**src/include/csr_params.svh**
```systemverilog
//////////////////////////////
// csr address map, fixed id values
// and performance counter sizing
//////////////////////////////

`ifndef CSR_PARAMS_SVH
`define CSR_PARAMS_SVH

//////////////////////////////
// machine mode addresses
//////////////////////////////
`define CSR_ADDR_MSTATUS    12'h300
`define CSR_ADDR_MSCRATCH   12'h340
`define CSR_ADDR_MEPC       12'h341
`define CSR_ADDR_MCPUID     12'hF00   // read only
`define CSR_ADDR_MIMPID     12'hF01   // read only
`define CSR_ADDR_MHARTID    12'hF10   // read only, cluster and core id

//////////////////////////////
// performance counter addresses
//////////////////////////////
`define CSR_ADDR_PCER       12'h7A0   // event enable mask
`define CSR_ADDR_PCMR       12'h7A1   // mode, bit 0 enable, bit 1 saturate
`define CSR_ADDR_PCCR_ALL   12'h79F   // all counters at once, reads zero
`define CSR_ADDR_PCCR_BASE  12'h780   // counter 0, one address per counter

// fixed read values
`define CSR_MCPUID_VAL      32'h0000_0100   // rv32i
`define CSR_MIMPID_VAL      32'h0000_8000

// built-in event count, external inputs follow these
`define CSR_NUM_CORE_EVENTS 10

// counting on, saturation on
`define CSR_PCMR_RESET      2'b11

// counter index field, addr[4:0] inside the 0x780 window
`define CSR_PCCR_IDX_W      5

`endif

```
**src/hw/csr_pkg.sv**
```systemverilog
//////////////////////////////
// csr op encoding, address and data
// types, core event bit positions
//////////////////////////////

package csr_pkg;

  // access op, driven every cycle on the csr port
  typedef enum logic [1:0] {
    NONE  = 2'b00,   // read only, no write strobe
    WRITE = 2'b01,
    SET   = 2'b10,   // old | wdata
    CLEAR = 2'b11    // old & ~wdata
  } csr_op_e;

  typedef logic [11:0] csr_addr_t;
  typedef logic [31:0] csr_data_t;

  // bit positions in the event vector and in pcer
  typedef enum logic [3:0] {
    CYCLES     = 4'd0,
    INSTR      = 4'd1,
    LD_STALL   = 4'd2,   // load use hazard
    JR_STALL   = 4'd3,   // jump register hazard
    IMISS      = 4'd4,
    LOAD       = 4'd5,
    STORE      = 4'd6,
    JUMP       = 4'd7,
    BRANCH     = 4'd8,
    COMPRESSED = 4'd9
  } perf_event_e;

endpackage

```
**src/hw/csr_access.sv**
```systemverilog
//////////////////////////////
// csr access stage: read steering,
// read-modify-write value, write strobe
//////////////////////////////

`timescale 1ns/1ps

module csr_access
(
  input  logic                clk,
  input  logic                rst_n,

  // csr port
  input  csr_pkg::csr_op_e    csr_op_i,
  input  csr_pkg::csr_data_t  csr_wdata_i,

  // register groups
  input  logic                mach_hit_i,
  input  csr_pkg::csr_data_t  mach_rdata_i,
  input  logic                perf_hit_i,
  input  csr_pkg::csr_data_t  perf_rdata_i,

  output csr_pkg::csr_data_t  csr_rdata_o,
  output logic                csr_we_o,
  output csr_pkg::csr_data_t  csr_wnew_o
);

  csr_pkg::csr_data_t rdata_sel;   // value the op works on

  //////////////////////////////
  // read steering
  //////////////////////////////

  // groups decode, this stage only looks at hit flags
  always_comb
  begin
    rdata_sel = '0;                      // unclaimed address reads zero
    if (mach_hit_i)
      rdata_sel = mach_rdata_i;
    else if (perf_hit_i)
      rdata_sel = perf_rdata_i;
  end

  assign csr_rdata_o = rdata_sel;

  //////////////////////////////
  // op logic
  //////////////////////////////

  always_comb
  begin
    unique case (csr_op_i)
      csr_pkg::WRITE: csr_wnew_o = csr_wdata_i;
      csr_pkg::SET:   csr_wnew_o = rdata_sel | csr_wdata_i;
      csr_pkg::CLEAR: csr_wnew_o = rdata_sel & ~csr_wdata_i;
      default:        csr_wnew_o = rdata_sel;   // none, value unchanged
    endcase
  end

  assign csr_we_o = (csr_op_i != csr_pkg::NONE);

  // op must always be driven once out of reset
  a_op_known : assert property (@(posedge clk) disable iff (!rst_n)
    !$isunknown(csr_op_i))
    else $error("csr op unknown");

  // address map of the two groups must not overlap
  a_one_hit : assert property (@(posedge clk) disable iff (!rst_n)
    !(mach_hit_i && perf_hit_i))
    else $error("both csr groups claim the address");

endmodule

```
**src/hw/machine_csrs.sv**
```systemverilog
//////////////////////////////
// machine mode csrs with mstatus ie,
// mscratch, mepc and read-only id regs
//////////////////////////////

`timescale 1ns/1ps

`include "csr_params.svh"

module machine_csrs
(
  input  logic                clk,
  input  logic                rst_n,

  input  csr_pkg::csr_addr_t  csr_addr_i,
  input  logic                csr_we_i,
  input  csr_pkg::csr_data_t  csr_wnew_i,     // post-op write value

  input  logic [4:0]          core_id_i,
  input  logic [4:0]          cluster_id_i,

  // exception pc saves
  input  csr_pkg::csr_data_t  curr_pc_if_i,
  input  csr_pkg::csr_data_t  curr_pc_id_i,
  input  logic                save_pc_if_i,
  input  logic                save_pc_id_i,

  output logic                hit_o,
  output csr_pkg::csr_data_t  rdata_o,
  output logic                irq_enable_o,
  output csr_pkg::csr_data_t  epcr_o
);

  logic               irq_enable_q;
  csr_pkg::csr_data_t mscratch_q;
  csr_pkg::csr_data_t mepc_q;
  logic               ro_sel;          // one of the id registers

  //////////////////////////////
  // decode and read
  //////////////////////////////

  always_comb
  begin
    hit_o   = 1'b1;
    rdata_o = '0;
    unique case (csr_addr_i)
      `CSR_ADDR_MSTATUS:  rdata_o = {29'b0, 2'b11, irq_enable_q};   // always m-mode
      `CSR_ADDR_MSCRATCH: rdata_o = mscratch_q;
      `CSR_ADDR_MEPC:     rdata_o = mepc_q;
      `CSR_ADDR_MCPUID:   rdata_o = `CSR_MCPUID_VAL;
      `CSR_ADDR_MIMPID:   rdata_o = `CSR_MIMPID_VAL;
      `CSR_ADDR_MHARTID:  rdata_o = {22'b0, cluster_id_i, core_id_i};
      default:            hit_o   = 1'b0;
    endcase
  end

  assign ro_sel = (csr_addr_i == `CSR_ADDR_MCPUID) ||
                  (csr_addr_i == `CSR_ADDR_MIMPID) ||
                  (csr_addr_i == `CSR_ADDR_MHARTID);

  //////////////////////////////
  // registers
  //////////////////////////////

  always_ff @(posedge clk, negedge rst_n)
  begin
    if (!rst_n)
    begin
      irq_enable_q <= 1'b0;
      mscratch_q   <= '0;
      mepc_q       <= '0;
    end
    else
    begin
      if (csr_we_i && (csr_addr_i == `CSR_ADDR_MSTATUS))
        irq_enable_q <= csr_wnew_i[0];       // only ie is writable
      if (csr_we_i && (csr_addr_i == `CSR_ADDR_MSCRATCH))
        mscratch_q <= csr_wnew_i;
      // exception saves beat sw and if beats id
      if (save_pc_if_i)
        mepc_q <= curr_pc_if_i;
      else if (save_pc_id_i)
        mepc_q <= curr_pc_id_i;
      else if (csr_we_i && (csr_addr_i == `CSR_ADDR_MEPC))
        mepc_q <= csr_wnew_i;
    end
  end

  assign irq_enable_o = irq_enable_q;
  assign epcr_o       = mepc_q;

  // write aimed at an id register is dropped by every writable reg
  a_ro_stable : assert property (@(posedge clk) disable iff (!rst_n)
    (csr_we_i && ro_sel && !save_pc_if_i && !save_pc_id_i) |=>
    ($stable(irq_enable_q) && $stable(mscratch_q) && $stable(mepc_q)))
    else $error("write to read-only csr changed a register");

endmodule

```
**src/hw/perf_counters.sv**
```systemverilog
//////////////////////////////
// performance counters: event qualify,
// pcer and pcmr, counter array
//////////////////////////////

`timescale 1ns/1ps

`include "csr_params.svh"

module perf_counters
#(
  parameter int N_EXT_PERF_COUNTERS = 2
)
(
  input  logic                           clk,
  input  logic                           rst_n,

  input  csr_pkg::csr_addr_t             csr_addr_i,
  input  logic                           csr_we_i,
  input  csr_pkg::csr_data_t             csr_wnew_i,

  // core events, levels
  input  logic                           id_valid_i,        // id stage done
  input  logic                           is_decoding_i,
  input  logic                           is_compressed_i,
  input  logic                           imiss_i,
  input  logic                           jump_i,
  input  logic                           branch_i,
  input  logic                           ld_stall_i,
  input  logic                           jr_stall_i,
  input  logic                           mem_load_i,
  input  logic                           mem_store_i,
  input  logic [N_EXT_PERF_COUNTERS-1:0] ext_counters_i,

  output logic                           hit_o,
  output csr_pkg::csr_data_t             rdata_o
);

  localparam int N_PERF_COUNTERS = `CSR_NUM_CORE_EVENTS + N_EXT_PERF_COUNTERS;
  localparam int IDX_W           = `CSR_PCCR_IDX_W;

  logic                                   id_valid_q;
  logic [N_PERF_COUNTERS-1:0]             evt_in;        // qualified events
  logic [N_PERF_COUNTERS-1:0]             inc_q;         // registered increment request
  logic [N_PERF_COUNTERS-1:0]             pcer_q;
  logic [1:0]                             pcmr_q;
  csr_pkg::csr_data_t [N_PERF_COUNTERS-1:0] cnt_q;
  csr_pkg::csr_data_t [N_PERF_COUNTERS-1:0] cnt_n;
  logic [N_PERF_COUNTERS-1:0]             cnt_wr;        // sw write per counter

  logic [IDX_W-1:0] pccr_idx;
  logic             pcer_sel;
  logic             pcmr_sel;
  logic             all_sel;
  logic             idx_sel;

  //////////////////////////////
  // event qualification
  //////////////////////////////

  assign evt_in[csr_pkg::CYCLES]     = 1'b1;
  assign evt_in[csr_pkg::INSTR]      = id_valid_i & is_decoding_i;
  assign evt_in[csr_pkg::LD_STALL]   = ld_stall_i & id_valid_q;
  assign evt_in[csr_pkg::JR_STALL]   = jr_stall_i & id_valid_q;
  assign evt_in[csr_pkg::IMISS]      = imiss_i;
  assign evt_in[csr_pkg::LOAD]       = mem_load_i;
  assign evt_in[csr_pkg::STORE]      = mem_store_i;
  assign evt_in[csr_pkg::JUMP]       = jump_i & id_valid_q;
  assign evt_in[csr_pkg::BRANCH]     = branch_i & id_valid_q;
  assign evt_in[csr_pkg::COMPRESSED] = id_valid_i & is_decoding_i & is_compressed_i;

  // external events sit above the core ones
  for (genvar e = 0; e < N_EXT_PERF_COUNTERS; e++)
  begin : g_ext_evt
    assign evt_in[`CSR_NUM_CORE_EVENTS + e] = ext_counters_i[e];
  end

  //////////////////////////////
  // decode and read
  //////////////////////////////

  assign pccr_idx = csr_addr_i[IDX_W-1:0];
  assign pcer_sel = (csr_addr_i == `CSR_ADDR_PCER);
  assign pcmr_sel = (csr_addr_i == `CSR_ADDR_PCMR);
  assign all_sel  = (csr_addr_i == `CSR_ADDR_PCCR_ALL);
  assign idx_sel  = (csr_addr_i[11:IDX_W] == `CSR_ADDR_PCCR_BASE >> IDX_W) && !all_sel &&
                    (32'(pccr_idx) < N_PERF_COUNTERS);   // past last counter: no hit

  assign hit_o = pcer_sel | pcmr_sel | all_sel | idx_sel;

  always_comb
  begin
    rdata_o = '0;                                   // all-counter reads zero
    if (pcer_sel)
      rdata_o[N_PERF_COUNTERS-1:0] = pcer_q;
    else if (pcmr_sel)
      rdata_o[1:0] = pcmr_q;
    else if (idx_sel)
      rdata_o = cnt_q[pccr_idx];
  end

  //////////////////////////////
  // counter update
  //////////////////////////////

  always_comb
  begin
    for (int i = 0; i < N_PERF_COUNTERS; i++)
    begin
      cnt_wr[i] = csr_we_i && (all_sel || (idx_sel && (pccr_idx == IDX_W'(i))));
      cnt_n[i]  = cnt_q[i];
      if (inc_q[i] && ((cnt_q[i] != '1) || !pcmr_q[1]))
        cnt_n[i] = cnt_q[i] + 32'd1;               // wraps when not saturating
      if (cnt_wr[i])
        cnt_n[i] = csr_wnew_i;                     // sw write beats increment
    end
  end

  always_ff @(posedge clk, negedge rst_n)
  begin
    if (!rst_n)
    begin
      id_valid_q <= 1'b0;
      inc_q      <= '0;
      pcer_q     <= '0;
      pcmr_q     <= `CSR_PCMR_RESET;
      cnt_q      <= '0;
    end
    else
    begin
      id_valid_q <= id_valid_i;
      inc_q      <= evt_in & pcer_q & {N_PERF_COUNTERS{pcmr_q[0]}};
      if (csr_we_i && pcer_sel)
        pcer_q <= csr_wnew_i[N_PERF_COUNTERS-1:0];
      if (csr_we_i && pcmr_sel)
        pcmr_q <= csr_wnew_i[1:0];
      cnt_q <= cnt_n;
    end
  end

  // saturated counter stays put unless software writes it
  for (genvar g = 0; g < N_PERF_COUNTERS; g++)
  begin : g_sat_chk
    a_sat_hold : assert property (@(posedge clk) disable iff (!rst_n)
      (pcmr_q[1] && (cnt_q[g] == '1) && !cnt_wr[g]) |=> (cnt_q[g] != '0))
      else $error("saturated counter %0d wrapped", g);
  end

endmodule

```
**src/hw/cs_registers.sv**
```systemverilog
//////////////////////////////
// csr subsystem top, wires the access
// stage to both register groups
//////////////////////////////

`timescale 1ns/1ps

module cs_registers
#(
  parameter int N_EXT_PERF_COUNTERS = 2
)
(
  input  logic                           clk,
  input  logic                           rst_n,

  // ids
  input  logic [4:0]                     core_id_i,
  input  logic [4:0]                     cluster_id_i,

  // csr port, read comb, write on next edge
  input  csr_pkg::csr_addr_t             csr_addr_i,
  input  csr_pkg::csr_op_e               csr_op_i,
  input  csr_pkg::csr_data_t             csr_wdata_i,
  output csr_pkg::csr_data_t             csr_rdata_o,

  // exception pc saves
  input  csr_pkg::csr_data_t             curr_pc_if_i,
  input  csr_pkg::csr_data_t             curr_pc_id_i,
  input  logic                           save_pc_if_i,
  input  logic                           save_pc_id_i,
  output logic                           irq_enable_o,
  output csr_pkg::csr_data_t             epcr_o,

  // events
  input  logic                           id_valid_i,
  input  logic                           is_decoding_i,
  input  logic                           is_compressed_i,
  input  logic                           imiss_i,
  input  logic                           jump_i,
  input  logic                           branch_i,
  input  logic                           ld_stall_i,
  input  logic                           jr_stall_i,
  input  logic                           mem_load_i,
  input  logic                           mem_store_i,
  input  logic [N_EXT_PERF_COUNTERS-1:0] ext_counters_i
);

  logic               csr_we;
  csr_pkg::csr_data_t csr_wnew;     // post-op value to both groups
  logic               mach_hit;
  logic               perf_hit;
  csr_pkg::csr_data_t mach_rdata;
  csr_pkg::csr_data_t perf_rdata;

  //////////////////////////////
  // access stage
  //////////////////////////////

  csr_access u_access (
    .clk          (clk),
    .rst_n        (rst_n),
    .csr_op_i     (csr_op_i),
    .csr_wdata_i  (csr_wdata_i),
    .mach_hit_i   (mach_hit),
    .mach_rdata_i (mach_rdata),
    .perf_hit_i   (perf_hit),
    .perf_rdata_i (perf_rdata),
    .csr_rdata_o  (csr_rdata_o),
    .csr_we_o     (csr_we),
    .csr_wnew_o   (csr_wnew)
  );

  //////////////////////////////
  // register groups
  //////////////////////////////

  machine_csrs u_mach (
    .clk          (clk),
    .rst_n        (rst_n),
    .csr_addr_i   (csr_addr_i),
    .csr_we_i     (csr_we),
    .csr_wnew_i   (csr_wnew),
    .core_id_i    (core_id_i),
    .cluster_id_i (cluster_id_i),
    .curr_pc_if_i (curr_pc_if_i),
    .curr_pc_id_i (curr_pc_id_i),
    .save_pc_if_i (save_pc_if_i),
    .save_pc_id_i (save_pc_id_i),
    .hit_o        (mach_hit),
    .rdata_o      (mach_rdata),
    .irq_enable_o (irq_enable_o),
    .epcr_o       (epcr_o)
  );

  perf_counters #(
    .N_EXT_PERF_COUNTERS (N_EXT_PERF_COUNTERS)
  ) u_perf (
    .clk             (clk),
    .rst_n           (rst_n),
    .csr_addr_i      (csr_addr_i),
    .csr_we_i        (csr_we),
    .csr_wnew_i      (csr_wnew),
    .id_valid_i      (id_valid_i),
    .is_decoding_i   (is_decoding_i),
    .is_compressed_i (is_compressed_i),
    .imiss_i         (imiss_i),
    .jump_i          (jump_i),
    .branch_i        (branch_i),
    .ld_stall_i      (ld_stall_i),
    .jr_stall_i      (jr_stall_i),
    .mem_load_i      (mem_load_i),
    .mem_store_i     (mem_store_i),
    .ext_counters_i  (ext_counters_i),
    .hit_o           (perf_hit),
    .rdata_o         (perf_rdata)
  );

endmodule

```
**config.mk**
```make
export PLATFORM = sky130hd
export DESIGN_NAME = cs_registers
export DESIGN_NICKNAME = d
export VERILOG_FILES = /design/src/hw/csr_pkg.sv /design/src/hw/csr_access.sv /design/src/hw/machine_csrs.sv /design/src/hw/perf_counters.sv /design/src/hw/cs_registers.sv
export VERILOG_INCLUDE_DIRS = /design/src /design/src/include
export SDC_FILE = /design/constraint.sdc
export NUM_CORES = 2
export LEC_CHECK = 0
export BUFFER_PORTS_ARGS = -buffer_cell sky130_fd_sc_hd__buf_2
export CAP_MARGIN = 20
export CORE_UTILIZATION = 56
export CTS_CLUSTER_SIZE = 40
export DETAILED_ROUTE_END_ITERATION = 7
export PLACE_DENSITY = 0.8
export REMOVE_ABC_BUFFERS = 1
export SYNTH_ARGS = -nofsm -noshare
export SYNTH_HDL_FRONTEND = slang
export SYNTH_SLANG_ARGS = --single-unit
export TNS_END_PERCENT = 100
```
**constraint.sdc**
```tcl
create_clock -name clk -period 2.85 [get_ports clk]
set_clock_uncertainty 0.2 [all_clocks]
set_input_delay 0.57 -clock clk [delete_from_list [all_inputs] [get_ports clk]]
set_output_delay 0.57 -clock clk [all_outputs]
set_load 0.02 [all_outputs]
```
==> results.yml <==
status:
  status: "finished, violations left"
  violations: "DRC, setup timing"
timing:
  drv_slew: 0
  setup_viol: 46
  max_freq_mhz: 285
  relSlewSlack: 0.433
  rsz0062_at_grt: "true"
  final_hold_viol_count: 0
  tightest_slew_ns: 0.849
  post-route-period-util: 1.23
  setup_ws_ns: -0.661
  hold-worst-slack_ns: 0.0115
  finalCriticalPeriod_ns: 3.51
global_routing:
  grt_max_degree: 72
  grt_antenna_before_repair: 10
  grt_pass1_wl_mm: 206
  grtUsageTotal: 0.506
  grt_pass1_vias: 31400
  gr-total-overflow: 0
placed_design:
  place.gp.congestion: 1.10
  portBuffers: 200
  dp_hpwl_mm: 104
critical_path:
  end_kind: "output pin"
  path_max_fanout: 2
  arrival_ns: 2.74
  cp.required_ns: 2.08
  setup.worst_path.start_class: "flip-flop"
  critPathKind: "reg -> out"
detailed_routing:
  firstDrtPassIters: 8
  route.final.wire_length_mm: 143
  drt-vias-per-instance: 7.11
  drt_iter0_drc: 5791
  num_vias: 33400
  drtAntennaViolNets: 0
  route.detailed.drc: 8
  wl_per_cell_um: 30.5
logic_synthesis:
  synth_top_area_frac: 0.389
  syn_inst: 3195
  synth_common_cells: "474 x dfrtp_1, 271 x nor2_1, 268 x nand2_1"
  ys_ff_latch: 476
  avgSynthCellArea_um2: 9.56
  post-synth-top-count-cell: "dfrtp_1"
  async_reset_ff_frac: 1.00
  synth_edf_count: 0
  yosys_warnings: 0
  synth.area.top_cells: "dfrtp_1 39%, mux4_2 6.6%, a22oi_1 6.5%"
  syn_area_mm2: 0.0305
  synth_flop_cell: "dfrtp_1"
  seq_area_frac_synth: 0.390
  ys_types: 91
  synth_top_cell_by_area: "dfrtp_1"
clocking:
  clk_root_buffer_cell: "clkbuf_16"
  path_clk_slew_ns: 0.06
  clkSinkCount: 476
  h-tree-depth: 2
  cts_made_buffers: 54
  clock_latency_ns: 0.64
  cts_tree: "done"
  ctsLongestPathBuffers: 3
power:
  max-vdd-ir-drop_v: 0.000471
  p_leak_nw: 16.9
  powerDensity_mw_per_mm2: 416
die:
  fp.dieH_um: 235
  core_region_area_mm2: 0.0538
  rows: 85
  die-width_um: 235
  die_area_mm2: 0.0555
  top_level_ports: 201
  initial_core_util: 0.567
finish:
  fillers: 3594
  fin_nets: 4101
  areaGrowthSynthToFinish_pct: 34.6
  drive_gt1_frac: 0.336
  final_core_util: 0.764
run:
  max_cap_viol_count: 0
min_path:
  hp-class: "in -> reg"
registers in the layout (all words and copies together), names as in the netlist:
signal and cells:
u_mach.mscratch_q 32, u_perf.pcmr_q 2, u_perf.inc_q 12, u_perf.cnt_q 384, u_perf.id_valid_q 1, u_mach.epcr_o 32
u_perf.pcer_q 12, u_mach.irq_enable_o 1
metal layers:
layer  routed length (um)  vias up  global-route usage  share of wire
met1                49300    16000               0.655           0.34
met4                12700        6               0.369          0.088
met5                   34        -                   0        0.00024
met3                23100      767               0.170           0.16
met2                58100     3041               0.705           0.41
li1                     -    13600                   -              -
stage by stage:
| step | power [mW] | cell area, um2 | setup TNS (ns) | setup WS, ns | cells |
|---|---|---|---|---|---|
| 2_1_floorplan | 7.95 | 29600 | -602.83 | -3.06 | 2986 |
| 3_3_place_gp | 9.43 | 36600 | -257.33 | -0.942 | 4450 |
| 3_5_place_dp | 9.46 | 36600 | -271.34 | -0.929 | 4450 |
| 4_1_cts | 16.9 | 40200 | -9.62 | -0.609 | 4636 |
| 5_1_grt | 17.4 | 41100 | -12.11 | -0.651 | 4692 |
| 6_report | 17.1 | 41100 | -11.91 | -0.661 | 4700 |
critical path: stages (launching register included):
cell and delay (ns):
dfrtp_1 0.43, mux4_2 0.56, mux2_4 0.35, a22o_1 0.20
a221o_1 0.29, buf_4 0.15, buf_6 0.12
area by class of cell:
type	instances	area, um2	share of cell area
sequential	476	12000	0.291
clock buffer	70	1490	0.0363
timing repair buffer	911	7710	0.188
antenna	9	22.5	0.000548
clock inverter	28	340	0.00828
multi-input combinational	2447	18400	0.449
inverter	63	243	0.00591
tap	696	871	0.0212
kinds of logic after synthesis:
| group | Yosys count | share of synthesized area |
|---|---|---|
| fa+ha+maj | 12 | 0.00492 |
| flops | 476 | 0.390 |
| mux | 177 | 0.0956 |
| buf+inv | 272 | 0.0391 |
| simple gates | 1166 | 0.193 |
| xor+xnor | 346 | 0.0993 |
| compound gates | 746 | 0.178 |
where the power goes:
| group | leakage [nW] | total, mW | internal (mW) | switching [mW] |
|---|---|---|---|---|
| combinational | 11.3 | 2.59 | 0.990 | 1.60 |
| clock | 0.916 | 7.43 | 4.32 | 3.11 |
| sequential | 4.76 | 7.07 | 6.89 | 0.180 |
path summary, 6_finish.rpt:
kind	from	to	slack [ns]	depth (start not counted)
setup / recovery	u_perf.cnt_q[82]	csr_rdata_o[18]	-0.66	6
hold / removal	ext_counters_i[1]	u_perf.inc_q[11]	0.01	2
setup reg to reg	u_perf.cnt_q[82]	u_perf.cnt_q[210]	-0.12	8
hold reg to reg	u_perf.pcer_q[2]	u_perf.inc_q[2]	0.33	1
max in group asynchronous	rst_n	u_perf.cnt_q[229]	1.36	3
min in group asynchronous	rst_n	u_perf.cnt_q[89]	0.28	2
cells in the final DEF, fill, tap and decap left out, types with 65 or more instances in the layout:
cell type,Yosys,final
a21oi_1,83,79
a22oi_1,266,260
and3_1,78,76
buf_12,0,69
buf_2,51,163
buf_4,19,593
buf_6,5,70
dfrtp_1,474,427
mux2i_1,70,65
mux4_2,90,90
nand2_1,268,252
nand3_1,161,156
nand4_1,127,127
nor2_1,271,256
nor3_1,78,68
xnor2_1,188,186
xor2_1,158,158
timing repair:
action | in CTS | in global routing
buffers inserted | 84 | 59
resized for setup | 258 | 116
endpoints found under the setup margin | 104 | 133
hold buffers | 7 | 0
pin swaps | 58 | 55
gates cloned | 4 | 1
hold endpoints to repair | 44 | 0
Note: power is estimated with default switching activity, not from simulation.
